===== config.mk =====
export PLATFORM = sky130hd
export DESIGN_NAME = cache_dir_init
export DESIGN_NICKNAME = d
export VERILOG_FILES = /design/src/hw/cache_geom_pkg.sv /design/src/hw/cache_dir_init.sv
export SDC_FILE = /design/constraint.sdc
export NUM_CORES = 1
export LEC_CHECK = 0
export ABC_AREA = 1
export BUFFER_PORTS_ARGS = -buffer_cell sky130_fd_sc_hd__buf_2
export CAP_MARGIN = 30
export CORE_AREA = 2 2 39 41
export DETAILED_ROUTE_END_ITERATION = 8
export DIE_AREA = 0 0 41 43
export SLEW_MARGIN = 40
export SYNTH_ARGS = -nofsm -noshare
export SYNTH_HDL_FRONTEND = slang
export SYNTH_SLANG_ARGS = --single-unit

===== constraint.sdc =====
create_clock -name clk_i -period 1.65 [get_ports clk_i]
set_input_delay 0.33 -clock clk_i [delete_from_list [all_inputs] [get_ports clk_i]]
set_output_delay 0.33 -clock clk_i [all_outputs]
set_load 0.05 [all_outputs]

===== src/hw/cache_geom_pkg.sv =====
// Cache geometry package
// Set, way, line and word dimensions of the data cache
// Index, tag, way vector, data word and data RAM address types
`default_nettype none

package cache_geom_pkg;

    // Cache organisation
    localparam int unsigned SETS       = 64;
    localparam int unsigned WAYS       = 4;
    localparam int unsigned LINE_WORDS = 4;
    localparam int unsigned WORD_WIDTH = 32;
    localparam int unsigned WORD_BYTES = WORD_WIDTH / 8;
    localparam int unsigned TAG_WIDTH  = 20;

    // Derived index widths
    localparam int unsigned SET_WIDTH       = $clog2(SETS);
    localparam int unsigned WORD_IDX_WIDTH  = $clog2(LINE_WORDS);
    localparam int unsigned DATA_ADDR_WIDTH = SET_WIDTH + WORD_IDX_WIDTH;

    typedef logic [SET_WIDTH-1:0]       set_t;
    typedef logic [TAG_WIDTH-1:0]       tag_t;

    // One-hot, or zero when nothing matches
    typedef logic [WAYS-1:0]            way_vec_t;

    typedef logic [WORD_IDX_WIDTH-1:0]  word_idx_t;
    typedef logic [WORD_WIDTH-1:0]      data_word_t;
    typedef logic [WORD_BYTES-1:0]      be_t;

    // Row of the data RAMs, set-major
    typedef logic [DATA_ADDR_WIDTH-1:0] data_addr_t;

endpackage

`default_nettype wire


===== src/hw/cache_dir_init.sv =====
// Directory initialisation sequencer
// Sweeps every set once after reset so that all ways get cleared,
// then drops the active flag for good
`timescale 1ns/100ps
`default_nettype none

module cache_dir_init (
    input  logic                 clk_i,
    input  logic                 rst_ni,
    output logic                 init_active_o,
    output cache_geom_pkg::set_t init_set_o
);

    import cache_geom_pkg::*;

    logic active_q;
    set_t set_q;

    always_ff @(posedge clk_i or negedge rst_ni) begin
        if (!rst_ni) begin
            active_q <= 1'b1;
            set_q    <= '0;
        end else if (active_q) begin
            set_q <= set_t'(set_q + 1'b1);
            // Last set written in this cycle
            if (set_q == set_t'(SETS - 1)) begin
                active_q <= 1'b0;
            end
        end
    end

    assign init_active_o = active_q;
    assign init_set_o    = set_q;

endmodule

`default_nettype wire


* Word-level counts from Yosys, hierarchy flattened
Cells that the tools add are included. W data, S select, Z words.
Storage, ports and cells: bits in registers 7, input port bits 2, word-level logic and storage cells 6, output and inout port bits 7
Cells by class: mux-type cells 2, add/sub/neg operators 1, equality and inequality tests 1
Operators with widths (count):
- $add A6 B1 Y6 const B | 1
- $eq A6 B6 Y1 const B | 1
- $mux W1 | 2

* Longest topological paths before layout
depth in word-level cells 3, gate-level depth with buffers 7, gate-level depth less buffers 6

* Least setup slack after synthesis
OpenSTA, ideal clock, no wires.
path kind register to register, start reg set_q[0], in the netlist init_set_o[0], end reg set_q[4], in the netlist init_set_o[4], setup time 0.083 ns, data required time 1.567 ns, path slack 0.335 ns, buffers on the path 0, arrival 1.233 ns, cell stages (with the launch flop) 5, path through dfrtp_1 > ha_1 > nand2_4 > nor2_2 > xor2_1
On the way: cells in the longest elaborated chain, start to end 1
Ends and longest elaborated chain:
- start: declaration | RTL line cache_dir_init.sv:17 | set_t set_q;
- start signal: assignment | RTL line cache_dir_init.sv:24 | set_q <= set_t'(set_q + 1'b1);
- $add A6 B1 Y6 | RTL line cache_dir_init.sv:24
No other way between the ends. A chain may end at the register's enable or synchronous reset.

* Final worst setup path
start reg active_q, in the netlist init_active_o, end out init_active_o
RTL lines:
- start: declaration | RTL line cache_dir_init.sv:16 | logic active_q;
- start signal: assignment | RTL line cache_dir_init.sv:21 | active_q <= 1'b1;
- start signal: assignment | RTL line cache_dir_init.sv:27 | active_q <= 1'b0;
- end: declaration | RTL line cache_dir_init.sv:10 | output logic init_active_o,
No word-level cell between the ends.

==> run metrics <==
PortBufs 8; nature of the critical path endpoint primary output; critical path required time ~1.3 ns; most frequent cells in the layout nand2_1, buf_2, dfrtp_1; drc violations 0; Post-Route WL ~560 um; Vias/cell 4.175; Worst Path Max Fanout 9; crit-path cells buf_2; post-detail-place hpwl around 440 um; antenna viol nets, final 0; status completed; Overall Global Routing Usage 0.09505; layout cell share with drive strength beyond 1 0.3830; TritonCTS clock tree yes; DR iter-0 viols 8; sequential area share after synthesis 0.4829; Clock Path Buffers 2; Congestion Overflow GR 0; critical path class reg2out; clock sinks 7; Peak VDD IR ~340 uV; Post-CTS Setup Inserts 0; Final GP Congestion 0.7049; Die ar. ~1800 um2; post-DR wirelength/cell between 8 and 9 um; Power Total around 330 uW; WP buf/inv 1; Die Ht 43 um; DIE WIDTH between 40 and 50 um; Antenna diodes 0; initial antenna violation count 0; distinct cell type count after synthesis 16; Rows 14; CTS Buf Count 3; Fin. Hold Viols 0; synth warn 0; Net Sw Frac 0.1964; worst rel slew slack 0.8342; Core Region approximately 1400 um2; crit share post-route 0.9239; Slew @ Worst Pin 0.2505 ns; Pint between 200 and 300 uW; largest net degree at the start of global routing 10; Fillers ~150; hold crit path type in2async; WP data arrival 1.19 ns; Max Slew Vio Count 0; Psw 65.19 uW; Comb power frac 0.018; Final setup viols 0; layout net count 51; R2R Setup Slk 0.59 ns; Seq. cell area around 180 um2; number of I/O pins 9; leak pwr ~0.29 nW; Area Growth Syn to Fin 23.29%; power per cell area approximately 740 nW/um2; CP Launch Type register; Reg power frac 0.519; Slowest-stage cell, CP dfstp_2; Yosys reg bits 7; Starting Density 0.2640; Worst-Skew Late Latency between 0.2 and 0.3 ns; multi-input logic area roughly 160 um2; clk slew on worst S/H paths roughly 0.05 ns; htree depth 1; Mapped Cells 35; CTS root buffer clkbuf_4; via count ~260; final core occ 0.3255; Max-Cap Viols 0; TNS Setup 0 ns; net count after synthesis 38; CP peak stage delay 0.64 ns; fin crit period roughly 1.5 ns; vias in the first global route around 230; R2R Path Start init_active_o$_DFF_PN1_; synthesized area between 300 and 400 um2; Max Fclk roughly 0.66 GHz; clock power share 0.464; Layout Skew 0.003372 ns; Avg Cell Area, Syn 10.44 um2; RSZ-0062 raised after global routing no; Initial DRT Pass Iterations 4; Cell Count Post-Placement between 50 and 60; Crit. Startpoint init_active_o$_DFF_PN1_; final std cells w/o fill 63; worst hold margin approximately 0.44 ns; cell family with most CP delay flip-flops; global-route wire length before repair approximately 1.0 mm
[area by class of cell]
cell class,count,area share
Timing Repair Buffer,9,0.1111
Multi-Input combinational cell,23,0.3611
Sequential cell,7,0.3917
Tap cell,16,0.04444
Inverter,4,0.03333
Clock buffer,4,0.05833
[cells by family (layout without fill, tap and decap cells)]
family,count (synthesis),in the layout,synth area share
adder cells (fa/ha/maj),1,1,0.03424
flip-flops,7,7,0.4829
AND/OR/NAND/NOR,17,17,0.3048
XOR/XNOR,3,3,0.07193
buffers and inverters,5,17,0.07190
AO/OA/AOI/OAI,2,2,0.03424
[cells in the mapped netlist]
cell type,instances,share of area
dfstp_2,1,0.072
nor2_2,1,0.017
inv_1,4,0.041
ha_1,1,0.034
nand2_2,1,0.017
o21a_1,1,0.021
xor2_1,2,0.048
nand3_1,3,0.041
nor2_4,1,0.031
nand2_1,8,0.082
o21ai_0,1,0.014
buf_6,1,0.031
dfrtp_1,6,0.41
xnor2_1,1,0.024
nor2_8,1,0.055
nand2_4,2,0.062
[stage by stage]
step	instance area (um2)	worst slack, ns
3_3_place_gp	414.1	0.3877
6_report	450.4	0.1255
3_5_place_dp	414.1	0.3852
2_1_floorplan	365.4	0.3347
5_1_grt	450.4	0.06796
4_1_cts	450.4	0.1104
[power groups by stage]
stage | clock network [mW] | logic [mW] | registers, mW
floorplan | 0 | 0.000000138 | 0.175
global placement | 0 | 0.00429 | 0.175
detailed placement | 0 | 0.00452 | 0.175
CTS | 0.161 | 0.00634 | 0.172
global route | 0.179 | 0.00671 | 0.172
finish | 0.154 | 0.00582 | 0.172
[timing repair]
action	CTS	global route
hold buffers	1	0
hold endpoints to repair	6	0
gates resized for setup	0	0
[metal layers]
metal	GRT usage	routed length, um
met1	0.1184	232
met2	0.1063	257
met3	0.07853	49
met4	0.06000	17
met5	0	0
[sequential cells by signal (all words and copies together) (netlist names)]
| signal | flops |
|---|---|
| init_active_o | 1 |
| init_set_o | 6 |
[path summary, 6_finish.rpt]
check,end,cells past startpoint
worst max-delay path,init_active_o,1
worst min-delay path,init_set_o[5]$_DFFE_PN0P_,2
worst max register to register,init_set_o[5]$_DFFE_PN0P_,5
worst min register to register,init_set_o[3]$_DFFE_PN0P_,2
max in group asynchronous,init_active_o$_DFF_PN1_,2
min in group clk_i,init_set_o[3]$_DFFE_PN0P_,2
No activity file was read; power rests on OpenSTA's default activity.
